### config.mk
export PLATFORM = sky130hd
export DESIGN_NAME = capture_top
export DESIGN_NICKNAME = d
export VERILOG_FILES = /design/src/source/capture_pkg.sv /design/src/source/pixel_bus_if.sv /design/src/source/frame_stats_if.sv /design/src/source/rgb565_packer.sv /design/src/source/frame_monitor.sv /design/src/source/capture_regs.sv /design/src/source/capture_top.sv
export SDC_FILE = /design/constraint.sdc
export NUM_CORES = 1
export LEC_CHECK = 0
export ABC_AREA = 1
export BUFFER_PORTS_ARGS = -buffer_cell sky130_fd_sc_hd__buf_2
export CORE_MARGIN = 2
export CORE_UTILIZATION = 55
export DETAILED_ROUTE_END_ITERATION = 8
export PLACE_DENSITY = 0.74
export RECOVER_POWER = 25
export SYNTH_ARGS = -nofsm -noshare
export SYNTH_HDL_FRONTEND = slang
export SYNTH_SLANG_ARGS = --single-unit
export TNS_END_PERCENT = 5
### constraint.sdc
create_clock -name clk -period 4.7 [get_ports clk]
set_input_delay 0 -clock clk [delete_from_list [all_inputs] [get_ports clk]]
set_output_delay 0 -clock clk [all_outputs]
set_load 0.05 [all_outputs]
### src/source/capture_pkg.sv
package capture_pkg;

    // ********************
    // widths and defaults
    // ********************

    localparam int cam_count      = 2;
    localparam int pixel_width    = 16;
    localparam int byte_width     = 8;
    localparam int count_width    = 24;  // shared by pixel, line and frame counters
    localparam int reg_addr_width = 4;
    localparam int reg_data_width = 32;
    localparam int tick_div_reset = 30;  // one tick every thirty frames out of reset

    // ********************
    // packer states
    // ********************

    typedef enum logic [1:0] {
        pk_idle = 2'd0,  // href low, no line in progress
        pk_high = 2'd1,  // inside a line, next byte is the high half
        pk_low  = 2'd2   // high half held, next byte completes the pixel
    } packer_state_e;

    // ********************
    // host register map
    // ********************

    typedef enum logic [reg_addr_width-1:0] {
        reg_ctrl      = 4'd0,   // bit n enables camera n
        reg_tick_div0 = 4'd1,
        reg_tick_div1 = 4'd2,
        reg_pixels0   = 4'd4,
        reg_lines0    = 4'd5,
        reg_csum0     = 4'd6,
        reg_frames0   = 4'd7,
        reg_pixels1   = 4'd8,
        reg_lines1    = 4'd9,
        reg_csum1     = 4'd10,
        reg_frames1   = 4'd11
    } reg_addr_e;

endpackage

### src/source/pixel_bus_if.sv
interface pixel_bus_if;
    import capture_pkg::*;

    logic                   pix_valid;  // one cycle per completed pixel
    logic [pixel_width-1:0] pix_data;
    logic                   line_end;   // href has just fallen
    logic                   frame_end;  // vsync has just risen

    modport src (
        output pix_valid,
        output pix_data,
        output line_end,
        output frame_end
    );

    modport dst (
        input  pix_valid,
        input  pix_data,
        input  line_end,
        input  frame_end
    );

endinterface

### src/source/frame_stats_if.sv
interface frame_stats_if;
    import capture_pkg::*;

    logic [count_width-1:0] pixels;    // pixels in the last complete frame
    logic [count_width-1:0] lines;
    logic [pixel_width-1:0] checksum;  // xor over every pixel of that frame
    logic [count_width-1:0] frames;    // frames seen since reset

    modport src (
        output pixels,
        output lines,
        output checksum,
        output frames
    );

    modport dst (
        input  pixels,
        input  lines,
        input  checksum,
        input  frames
    );

endinterface

### src/source/rgb565_packer.sv
module rgb565_packer (
    input  logic                               clk   ,
    input  logic                               rst_n ,
    input  logic                               enable,
    input  logic                               vsync ,
    input  logic                               href  ,
    input  logic [capture_pkg::byte_width-1:0] data  ,
    pixel_bus_if.src                           bus
);
    import capture_pkg::*;

    packer_state_e         state;
    logic [byte_width-1:0] high_byte;
    logic                  href_q;
    logic                  vsync_q;

    // ********************
    // byte pairing FSM
    // ********************

    always_ff @(posedge clk) begin
        if (!rst_n) begin
            state <= pk_idle;
        end else if (!enable || !href) begin
            state <= pk_idle;  // a dangling high byte is simply forgotten here
        end else begin
            case (state)
                pk_idle : state <= pk_low;
                pk_high : state <= pk_low;
                pk_low  : state <= pk_high;
                default : state <= pk_idle;
            endcase
        end
    end

    // the pixel strobe lines up with the cycle after the low byte
    always_ff @(posedge clk) begin
        if (!rst_n) begin
            bus.pix_valid <= 1'b0;
        end else begin
            bus.pix_valid <= enable && href && (state == pk_low);
        end
    end

    always_ff @(posedge clk) begin
        if (href && state != pk_low) begin
            high_byte <= data;  // first byte of the pair carries red and upper green
        end
        if (href && state == pk_low) begin
            bus.pix_data <= {high_byte, data};
        end
    end

    // ********************
    // line and frame edges
    // ********************

    always_ff @(posedge clk) begin
        if (!rst_n) begin
            href_q         <= 1'b0;
            vsync_q        <= 1'b0;
            bus.line_end   <= 1'b0;
            bus.frame_end  <= 1'b0;
        end else begin
            href_q         <= href;
            vsync_q        <= vsync;
            bus.line_end   <= enable && href_q && !href;   // falling href
            bus.frame_end  <= enable && vsync && !vsync_q; // rising vsync
        end
    end

    // a camera never raises vsync in the middle of active pixels
    pixel_and_frame_apart: assert property (
        @(posedge clk) disable iff (!rst_n) !(bus.pix_valid && bus.frame_end)
    ) else $error("pixel strobe collided with frame end");

endmodule

### src/source/frame_monitor.sv
module frame_monitor (
    input  logic                                clk     ,
    input  logic                                rst_n   ,
    input  logic [capture_pkg::count_width-1:0] tick_div,
    pixel_bus_if.dst                            bus     ,
    frame_stats_if.src                          stats   ,
    output logic                                cam_tick
);
    import capture_pkg::*;

    logic [count_width-1:0] pix_cnt;
    logic [count_width-1:0] line_cnt;
    logic [pixel_width-1:0] csum;
    logic [count_width-1:0] pix_next;
    logic [count_width-1:0] line_next;
    logic [pixel_width-1:0] csum_next;
    logic [count_width-1:0] tick_cnt;
    logic [count_width-1:0] tick_div_q;
    logic [count_width-1:0] tick_limit;

    // running totals including whatever arrives on this very edge
    always_comb begin
        pix_next   = bus.pix_valid ? pix_cnt + 1'b1 : pix_cnt;
        line_next  = bus.line_end ? line_cnt + 1'b1 : line_cnt;
        csum_next  = bus.pix_valid ? csum ^ bus.pix_data : csum;
        tick_limit = (tick_div == '0) ? count_width'(1) : tick_div;  // zero acts as one
    end

    // ********************
    // per-frame statistics
    // ********************

    always_ff @(posedge clk) begin
        if (!rst_n) begin
            pix_cnt        <= '0;
            line_cnt       <= '0;
            csum           <= '0;
            stats.pixels   <= '0;
            stats.lines    <= '0;
            stats.checksum <= '0;
            stats.frames   <= '0;
        end else if (bus.frame_end) begin
            stats.pixels   <= pix_next;
            stats.lines    <= line_next;
            stats.checksum <= csum_next;
            stats.frames   <= stats.frames + 1'b1;
            pix_cnt        <= '0;
            line_cnt       <= '0;
            csum           <= '0;
        end else begin
            pix_cnt        <= pix_next;
            line_cnt       <= line_next;
            csum           <= csum_next;
        end
    end

    // ********************
    // frame tick divider
    // ********************

    always_ff @(posedge clk) begin
        if (!rst_n) begin
            tick_cnt   <= '0;
            tick_div_q <= count_width'(tick_div_reset);
            cam_tick   <= 1'b0;
        end else begin
            tick_div_q <= tick_div;
            cam_tick   <= 1'b0;
            if (bus.frame_end) begin
                if (tick_cnt >= tick_limit - 1'b1) begin
                    tick_cnt <= '0;
                    cam_tick <= 1'b1;
                end else begin
                    tick_cnt <= tick_cnt + 1'b1;
                end
            end else if (tick_div != tick_div_q) begin
                tick_cnt <= '0;  // a new divisor starts counting from the next frame
            end
        end
    end

    // frame_end is a single cycle strobe, so the tick is a single pulse too
    tick_is_one_cycle: assert property (
        @(posedge clk) disable iff (!rst_n) cam_tick |=> !cam_tick
    ) else $error("cam_tick held for more than one cycle");

endmodule

### src/source/capture_regs.sv
module capture_regs (
    input  logic                                   clk       ,
    input  logic                                   rst_n     ,
    input  logic                                   wr_en     ,
    input  logic                                   rd_en     ,
    input  logic [capture_pkg::reg_addr_width-1:0] addr      ,
    input  logic [capture_pkg::reg_data_width-1:0] wr_data   ,
    output logic [capture_pkg::reg_data_width-1:0] rd_data   ,
    output logic                                   rd_valid  ,
    output logic [capture_pkg::cam_count-1:0]      cam_enable,
    output logic [capture_pkg::count_width-1:0]    tick_div0 ,
    output logic [capture_pkg::count_width-1:0]    tick_div1 ,
    frame_stats_if.dst                             stats0    ,
    frame_stats_if.dst                             stats1
);
    import capture_pkg::*;

    logic [reg_data_width-1:0] rd_mux;

    // ********************
    // control registers
    // ********************

    always_ff @(posedge clk) begin
        if (!rst_n) begin
            cam_enable <= '1;  // both cameras run out of reset
            tick_div0  <= count_width'(tick_div_reset);
            tick_div1  <= count_width'(tick_div_reset);
        end else if (wr_en) begin
            case (addr)
                reg_ctrl      : cam_enable <= wr_data[cam_count-1:0];
                reg_tick_div0 : tick_div0  <= wr_data[count_width-1:0];
                reg_tick_div1 : tick_div1  <= wr_data[count_width-1:0];
                default       : ;  // statistics are read only
            endcase
        end
    end

    // ********************
    // read path
    // ********************

    always_comb begin
        case (addr)
            reg_ctrl      : rd_mux = reg_data_width'(cam_enable);
            reg_tick_div0 : rd_mux = reg_data_width'(tick_div0);
            reg_tick_div1 : rd_mux = reg_data_width'(tick_div1);
            reg_pixels0   : rd_mux = reg_data_width'(stats0.pixels);
            reg_lines0    : rd_mux = reg_data_width'(stats0.lines);
            reg_csum0     : rd_mux = reg_data_width'(stats0.checksum);
            reg_frames0   : rd_mux = reg_data_width'(stats0.frames);
            reg_pixels1   : rd_mux = reg_data_width'(stats1.pixels);
            reg_lines1    : rd_mux = reg_data_width'(stats1.lines);
            reg_csum1     : rd_mux = reg_data_width'(stats1.checksum);
            reg_frames1   : rd_mux = reg_data_width'(stats1.frames);
            default       : rd_mux = '0;  // holes in the map read as zero
        endcase
    end

    always_ff @(posedge clk) begin
        if (!rst_n) begin
            rd_valid <= 1'b0;
        end else begin
            rd_valid <= rd_en;
        end
    end

    always_ff @(posedge clk) begin
        if (rd_en) begin
            rd_data <= rd_mux;  // sampled with the strobe so the host sees a stable word
        end
    end

    // a camera's statistics only move when its frame count steps by one
    stats0_step: assert property (
        @(posedge clk) disable iff (!rst_n)
        $changed({stats0.pixels, stats0.lines, stats0.checksum, stats0.frames})
            |-> stats0.frames == $past(stats0.frames) + 1'b1
    ) else $error("camera 0 statistics changed without a new frame");

    stats1_step: assert property (
        @(posedge clk) disable iff (!rst_n)
        $changed({stats1.pixels, stats1.lines, stats1.checksum, stats1.frames})
            |-> stats1.frames == $past(stats1.frames) + 1'b1
    ) else $error("camera 1 statistics changed without a new frame");

endmodule

### src/source/capture_top.sv
module capture_top (
    input  logic                                   clk       ,
    input  logic                                   rst_n     ,

    input  logic                                   cam0_vsync,
    input  logic                                   cam0_href ,
    input  logic [capture_pkg::byte_width-1:0]     cam0_data ,

    input  logic                                   cam1_vsync,
    input  logic                                   cam1_href ,
    input  logic [capture_pkg::byte_width-1:0]     cam1_data ,

    input  logic                                   wr_en     ,
    input  logic                                   rd_en     ,
    input  logic [capture_pkg::reg_addr_width-1:0] addr      ,
    input  logic [capture_pkg::reg_data_width-1:0] wr_data   ,
    output logic [capture_pkg::reg_data_width-1:0] rd_data   ,
    output logic                                   rd_valid  ,

    output logic                                   cam0_tick ,
    output logic                                   cam1_tick
);
    import capture_pkg::*;

    logic [cam_count-1:0]   cam_enable;
    logic [count_width-1:0] tick_div0;
    logic [count_width-1:0] tick_div1;

    pixel_bus_if   pix_bus0 ();
    pixel_bus_if   pix_bus1 ();
    frame_stats_if stats0   ();
    frame_stats_if stats1   ();

    // ********************
    // camera channels
    // ********************

    rgb565_packer u_cam0_packer (
        .clk     (clk          ),
        .rst_n   (rst_n        ),
        .enable  (cam_enable[0]),
        .vsync   (cam0_vsync   ),
        .href    (cam0_href    ),
        .data    (cam0_data    ),
        .bus     (pix_bus0     )
    );

    frame_monitor u_cam0_monitor (
        .clk     (clk          ),
        .rst_n   (rst_n        ),
        .tick_div(tick_div0    ),
        .bus     (pix_bus0     ),
        .stats   (stats0       ),
        .cam_tick(cam0_tick    )
    );

    rgb565_packer u_cam1_packer (
        .clk     (clk          ),
        .rst_n   (rst_n        ),
        .enable  (cam_enable[1]),
        .vsync   (cam1_vsync   ),
        .href    (cam1_href    ),
        .data    (cam1_data    ),
        .bus     (pix_bus1     )
    );

    frame_monitor u_cam1_monitor (
        .clk     (clk          ),
        .rst_n   (rst_n        ),
        .tick_div(tick_div1    ),
        .bus     (pix_bus1     ),
        .stats   (stats1       ),
        .cam_tick(cam1_tick    )
    );

    // ********************
    // host registers
    // ********************

    capture_regs u_regs (
        .clk       (clk       ),
        .rst_n     (rst_n     ),
        .wr_en     (wr_en     ),
        .rd_en     (rd_en     ),
        .addr      (addr      ),
        .wr_data   (wr_data   ),
        .rd_data   (rd_data   ),
        .rd_valid  (rd_valid  ),
        .cam_enable(cam_enable),
        .tick_div0 (tick_div0 ),
        .tick_div1 (tick_div1 ),
        .stats0    (stats0    ),
        .stats1    (stats1    )
    );

endmodule

==> flow_summary.html <==
<table>
<tr><th>Metric</th><th>Value</th></tr>
<tr><th colspan="2">Outcome</th></tr>
<tr><td>Outcome</td><td>finished, violations left</td></tr>
<tr><td>Violated checks</td><td>max-capacitance violations, max-slew violations</td></tr>
<tr><th colspan="2">Power and ir drop</th></tr>
<tr><td>Clock network fraction of design power</td><td>between 40 and 50%</td></tr>
<tr><td>Switching share of power</td><td>a little under a quarter</td></tr>
<tr><td>Reg power frac</td><td>47.8%</td></tr>
<tr><td>Power density cells</td><td>between 300 and 400 nW/um^2</td></tr>
<tr><td>Logic pwr share</td><td>roughly 6%</td></tr>
<tr><td>Net switching power figure</td><td>around 2.4 mW</td></tr>
<tr><td>Leakage power total</td><td>11.2 nW</td></tr>
<tr><td>Worst vdd rail ir drop</td><td>between 0.4 and 0.5 mV</td></tr>
<tr><td>Internal power consumption</td><td>~7.6 mW</td></tr>
<tr><th colspan="2">Synth</th></tr>
<tr><td>Ys flop type</td><td>dfxtp_1</td></tr>
<tr><td>Largest family of logic cells by synthesized area</td><td>simple AND/OR/NAND/NOR gates</td></tr>
<tr><td>Cell count after synthesis</td><td>about 3,300</td></tr>
<tr><td>Warning count from the yosys run</td><td>0</td></tr>
<tr><td>Parity-gate share of the synthesized area counting xor and xnor cells</td><td>roughly 6.7%</td></tr>
<tr><td>Arithmetic-cell share of the synthesized area counting full adders, half adders and majority gates</td><td>around 2.9%</td></tr>
<tr><td>Multiplexer share of the synthesized area</td><td>less than 1%</td></tr>
<tr><td>Flop and latch count out of synthesis</td><td>539</td></tr>
<tr><td>Simple-gate share of the synthesized area</td><td>~25%</td></tr>
<tr><td>Post-synthesis average cell area</td><td>between 7 and 8 sq um</td></tr>
<tr><td>Compound-gate portion of the synthesized area</td><td>a little over a tenth</td></tr>
<tr><td>Sequential-to-total area share from yosys stat</td><td>between 40% and 50%</td></tr>
<tr><td>Number of unique standard cell types used by synthesis</td><td>57</td></tr>
<tr><td>Async SR Flop Fraction</td><td>0%</td></tr>
<tr><td>Post-synth EDFFs</td><td>approximately 70</td></tr>
<tr><td>Post-Synthesis Cell Area</td><td>25,200 sq um</td></tr>
<tr><th colspan="2">Routing</th></tr>
<tr><td>Vias</td><td>approximately 23,000</td></tr>
<tr><td>DRC viols</td><td>0</td></tr>
<tr><td>Violation count after the first detailed-routing iteration</td><td>approximately 2,200</td></tr>
<tr><td>Per-cell routed wire length</td><td>between 15 and 20 um</td></tr>
<tr><td>Total routed wirelength</td><td>74.9 mm</td></tr>
<tr><td>Post-DR vias/cell</td><td>between 5 and 6</td></tr>
<tr><td>Residual antenna-violating net count after detailed routing</td><td>0</td></tr>
<tr><td>Length of the first detailed-routing pass in iterations</td><td>6</td></tr>
<tr><th colspan="2">Global route</th></tr>
<tr><td>Met2 track demand over resource</td><td>approximately 49%</td></tr>
<tr><td>Pin count of the biggest net entering global routing</td><td>90</td></tr>
<tr><td>Met1 demand-to-capacity share in global routing</td><td>between 40 and 50%</td></tr>
<tr><td>Global-route wire length before repair</td><td>about 110 mm</td></tr>
<tr><td>Routing usage on met3</td><td>between 6 and 7%</td></tr>
<tr><td>Antenna violations before repair</td><td>0</td></tr>
<tr><td>Global-route congestion overflow total</td><td>0</td></tr>
<tr><td>Most used routing layer</td><td>met2</td></tr>
<tr><td>Number of global-route vias before repair</td><td>21,261</td></tr>
<tr><td>GR Util All Layers</td><td>31.3%</td></tr>
<tr><th colspan="2">Layout</th></tr>
<tr><td>Layout cell share with drive strength beyond 1</td><td>between 7 and 8%</td></tr>
<tr><td>Antenna Diode Count</td><td>0</td></tr>
<tr><td>Post-route standard cell area excluding fillers</td><td>~29,000 sq um</td></tr>
<tr><td>Commonest cells after routing, fill and taps aside</td><td>nand2_1 (654), dfxtp_1 (467), inv_1 (436), nor2_1 (427), o22ai_1 (169)</td></tr>
<tr><td>Layout-stage area growth over the synthesis result</td><td>13.0%</td></tr>
<tr><td>Leading cell type in the layout, fill and taps excluded</td><td>nand2_1</td></tr>
<tr><td>Number of fillers in the final layout</td><td>4,080</td></tr>
<tr><td>Area occupied by registers</td><td>~12,000 sq um</td></tr>
<tr><td>Combined area of the multi-input logic cells</td><td>roughly 11,000 sq um</td></tr>
<tr><td>Post-layout nets</td><td>roughly 3,500</td></tr>
<tr><th colspan="2">Critical path</th></tr>
<tr><td>Reg2reg start</td><td>u_regs.tick_div0[5]</td></tr>
<tr><td>Required time at the worst-slack endpoint</td><td>about 5.2 ns</td></tr>
<tr><td>Setup slack of the worst register-to-register path</td><td>0.44 ns</td></tr>
<tr><td>Worst flop-to-flop path endpoint</td><td>u_cam0_monitor.tick_cnt[1]</td></tr>
<tr><td>Maximum fanout along the worst path</td><td>9</td></tr>
<tr><td>Kind of end point of the critical path</td><td>register</td></tr>
<tr><td>Startpoint type of the worst setup path</td><td>register</td></tr>
<tr><td>Startpoint of the worst setup timing path</td><td>u_regs.tick_div0[5]</td></tr>
<tr><td>Cell depth of the worst flop-to-flop path</td><td>19</td></tr>
<tr><td>Category of the most critical setup path</td><td>register to register</td></tr>
<tr><td>Crit path DAT</td><td>4.78 ns</td></tr>
<tr><th colspan="2">Clock network</th></tr>
<tr><td>CTS Buffer Depth</td><td>3</td></tr>
<tr><td>Cts bufs inserted</td><td>56</td></tr>
<tr><td>CTS sink count</td><td>roughly 540</td></tr>
<tr><td>Post-CTS setup-driven buffer insertion count</td><td>0</td></tr>
<tr><td>TritonCTS clock tree</td><td>done</td></tr>
<tr><td>CTS resizes</td><td>0</td></tr>
<tr><td>Clock slew at the register clock pins of the worst setup and hold paths</td><td>~0.060 ns</td></tr>
<tr><td>Root buffer cell</td><td>clkbuf_16</td></tr>
<tr><td>Clock Latency Late Sink</td><td>roughly 0.64 ns</td></tr>
<tr><td>Number of hold buffers added after CTS</td><td>54</td></tr>
<tr><td>H-tree Lvls</td><td>2</td></tr>
<tr><th colspan="2">STA</th></tr>
<tr><td>RSZ-0062 raised after global routing</td><td>false</td></tr>
<tr><td>Worst clock skew on the final layout</td><td>between 0.03 and 0.04 ns</td></tr>
<tr><td>Measured slew at the worst slew-check pin</td><td>2.30 ns</td></tr>
<tr><td>Tcrit/Tclk final</td><td>about 90%</td></tr>
<tr><td>Final number of hold-violating endpoints</td><td>0</td></tr>
<tr><td>Number of setup violations in the final report</td><td>0</td></tr>
<tr><td>Remaining max-slew budget at the tightest pin</td><td>-53.0%</td></tr>
<tr><td>Post-layout minimum cycle time</td><td>4.26 ns</td></tr>
<tr><td>Setup_tns</td><td>0 ns</td></tr>
<tr><td>Final max-slew violation count</td><td>about 160</td></tr>
<tr><td>Timing-limited maximum frequency</td><td>around 230 MHz</td></tr>
<tr><th colspan="2">Floorplanning</th></tr>
<tr><td>Die outline height</td><td>approximately 220 um</td></tr>
<tr><td>Initial cell density of the core</td><td>between 50% and 60%</td></tr>
<tr><td>Total I/O pin count</td><td>95</td></tr>
<tr><td>Total Die Area</td><td>approximately 48,000 sq um</td></tr>
<tr><td>Die Wd</td><td>approximately 220 um</td></tr>
<tr><td>Number of placement rows</td><td>78</td></tr>
<tr><td>Area of the core</td><td>45,300 sq um</td></tr>
<tr><th colspan="2">Place</th></tr>
<tr><td>Final HPWL from detailed placement</td><td>around 55 mm</td></tr>
<tr><td>Input/output buffers</td><td>78</td></tr>
<tr><td>Post-DP Area</td><td>26,100 sq um</td></tr>
<tr><td>Final RePlAce weighted congestion</td><td>between 1 and 1.5</td></tr>
<tr><th colspan="2">Worst hold path</th></tr>
<tr><td>Class of the most critical hold timing path</td><td>primary input to register</td></tr>
<tr><td>Hold Path Origin</td><td>cam1_data[1]</td></tr>
<tr><td>Worst hold path endpoint</td><td>u_cam1_packer.high_byte[1]</td></tr>
<tr><td>Worst hold path cell count</td><td>2</td></tr>
<tr><th colspan="2">Run</th></tr>
<tr><td>Total of max-cap violations</td><td>3</td></tr>
</table>
## power groups by stage
stage / clock network [mW] / registers, mW / logic (mW)
finish: 4.63 / 4.77 / 0.585
global route: 4.88 / 4.77 / 0.632
CTS: 4.68 / 4.76 / 0.576
detailed placement: 0 / 4.87 / 0.541
global placement: 0 / 4.86 / 0.535
floorplan: 0 / 4.88 / 0.346
## final cells by class
class                   instances  area share, %
flip-flops and latches        539           40.4
well taps                     600           2.63
clock inverters                21           1.24
inverters                     473           6.24
multi-input cells            2193           40.3
repair buffers                154           3.70
clock buffers                  84           5.53
## cell usage after synthesis, types with 6 or more instances
library cell	instances	area [sq um]
a31oi_1	12	75.1
o211ai_1	10	75.1
nand2_2	23	144
nor2_2	9	56.3
and2_1	10	62.6
o21ai_0	118	591
inv_2	35	131
o21ai_2	6	52.6
clkbuf_1	81	304
nor3_2	7	70.1
o22ai_1	169	1060
nand3_1	153	766
ha_1	58	726
nor4_1	15	93.8
nor2_1	427	1600
nand2_1	656	2460
inv_1	436	1640
o21ai_1	23	115
nand4_1	62	388
dfxtp_1	467	9350
xor2_1	152	1330
a21oi_1	106	531
buf_2	18	90.1
o2111ai_1	14	123
xnor2_1	39	342
buf_4	8	60.1
nor3_1	70	350
edfxtp_1	72	2160
## flip-flops by register name, indices dropped and copies added, names as in the netlist, 24 cells and up
signal,cells
u_cam0_monitor.line_cnt,24
u_cam0_monitor.pix_cnt,24
u_cam0_monitor.stats.frames,24
u_cam0_monitor.stats.lines,24
u_cam0_monitor.stats.pixels,24
u_cam0_monitor.tick_cnt,24
u_cam0_monitor.tick_div_q,24
u_cam1_monitor.line_cnt,24
u_cam1_monitor.pix_cnt,24
u_cam1_monitor.stats.frames,24
u_cam1_monitor.stats.lines,24
u_cam1_monitor.stats.pixels,24
u_cam1_monitor.tick_cnt,24
u_cam1_monitor.tick_div_q,24
u_regs.rd_data,24
u_regs.tick_div0,24
u_regs.tick_div1,24
## layer usage
layer  share of wire (%)  up-vias
li1                    -    10958
met4                 6.0        0
met1                  41    10474
met2                  44      965
met3                 9.4      201
met5                   0        -
## critical path: stages (launching register included)
cell      delay, ns
dfxtp_1        0.43
inv_1          0.12
nand2_1        0.12
nor2_1         0.07
nand4_1        0.12
nand2_1        0.10
inv_1          0.16
ha_1           0.21
nand3_1        0.14
nor2_1         0.20
nand3b_1       0.20
nor3_1         0.38
nand3_1        0.16
xor2_1         0.18
ha_1           0.28
nand2_1        0.08
o21ai_0        0.10
a21oi_2        0.40
nand4_1        0.45
o21ai_0        0.27
## through the flow
stage,hold WS [ns],utilization [%],total power [mW],instances,worst slack [ns]
2_1_floorplan,0.0976,-,5.23,3315,1.28
3_3_place_gp,0.189,57.6,5.40,3905,0.668
3_5_place_dp,0.194,57.6,5.41,3905,0.564
4_1_cts,0.0632,63.1,10.0,4064,0.534
5_1_grt,0.0827,63.0,10.3,4064,0.0830
6_report,0.0903,63.0,9.98,4064,0.445
## worst max-delay path by stage
stage,endpoint,slack (ns),cells after the start
final,u_cam0_monitor.tick_cnt[1],0.44,19
after global placement,u_cam0_monitor.tick_cnt[1],0.67,21
after floorplan,u_cam0_monitor.tick_cnt[18],1.28,24
after detailed placement,u_cam0_monitor.tick_cnt[1],0.56,19
after CTS,u_cam0_monitor.tick_cnt[3],0.53,19
after global routing,u_cam0_monitor.tick_cnt[1],0.08,19
## cell families (layout without fill, tap and decap cells)
group / after synthesis / count (layout)
mux: 4 / 4
compound gates: 475 / 475
fa+ha+maj: 58 / 58
other cells: 1 / 8
flops: 539 / 539
xor+xnor: 192 / 192
simple gates: 1456 / 1456
buf+inv: 583 / 732
Note: power is estimated with default switching activity, not from simulation.
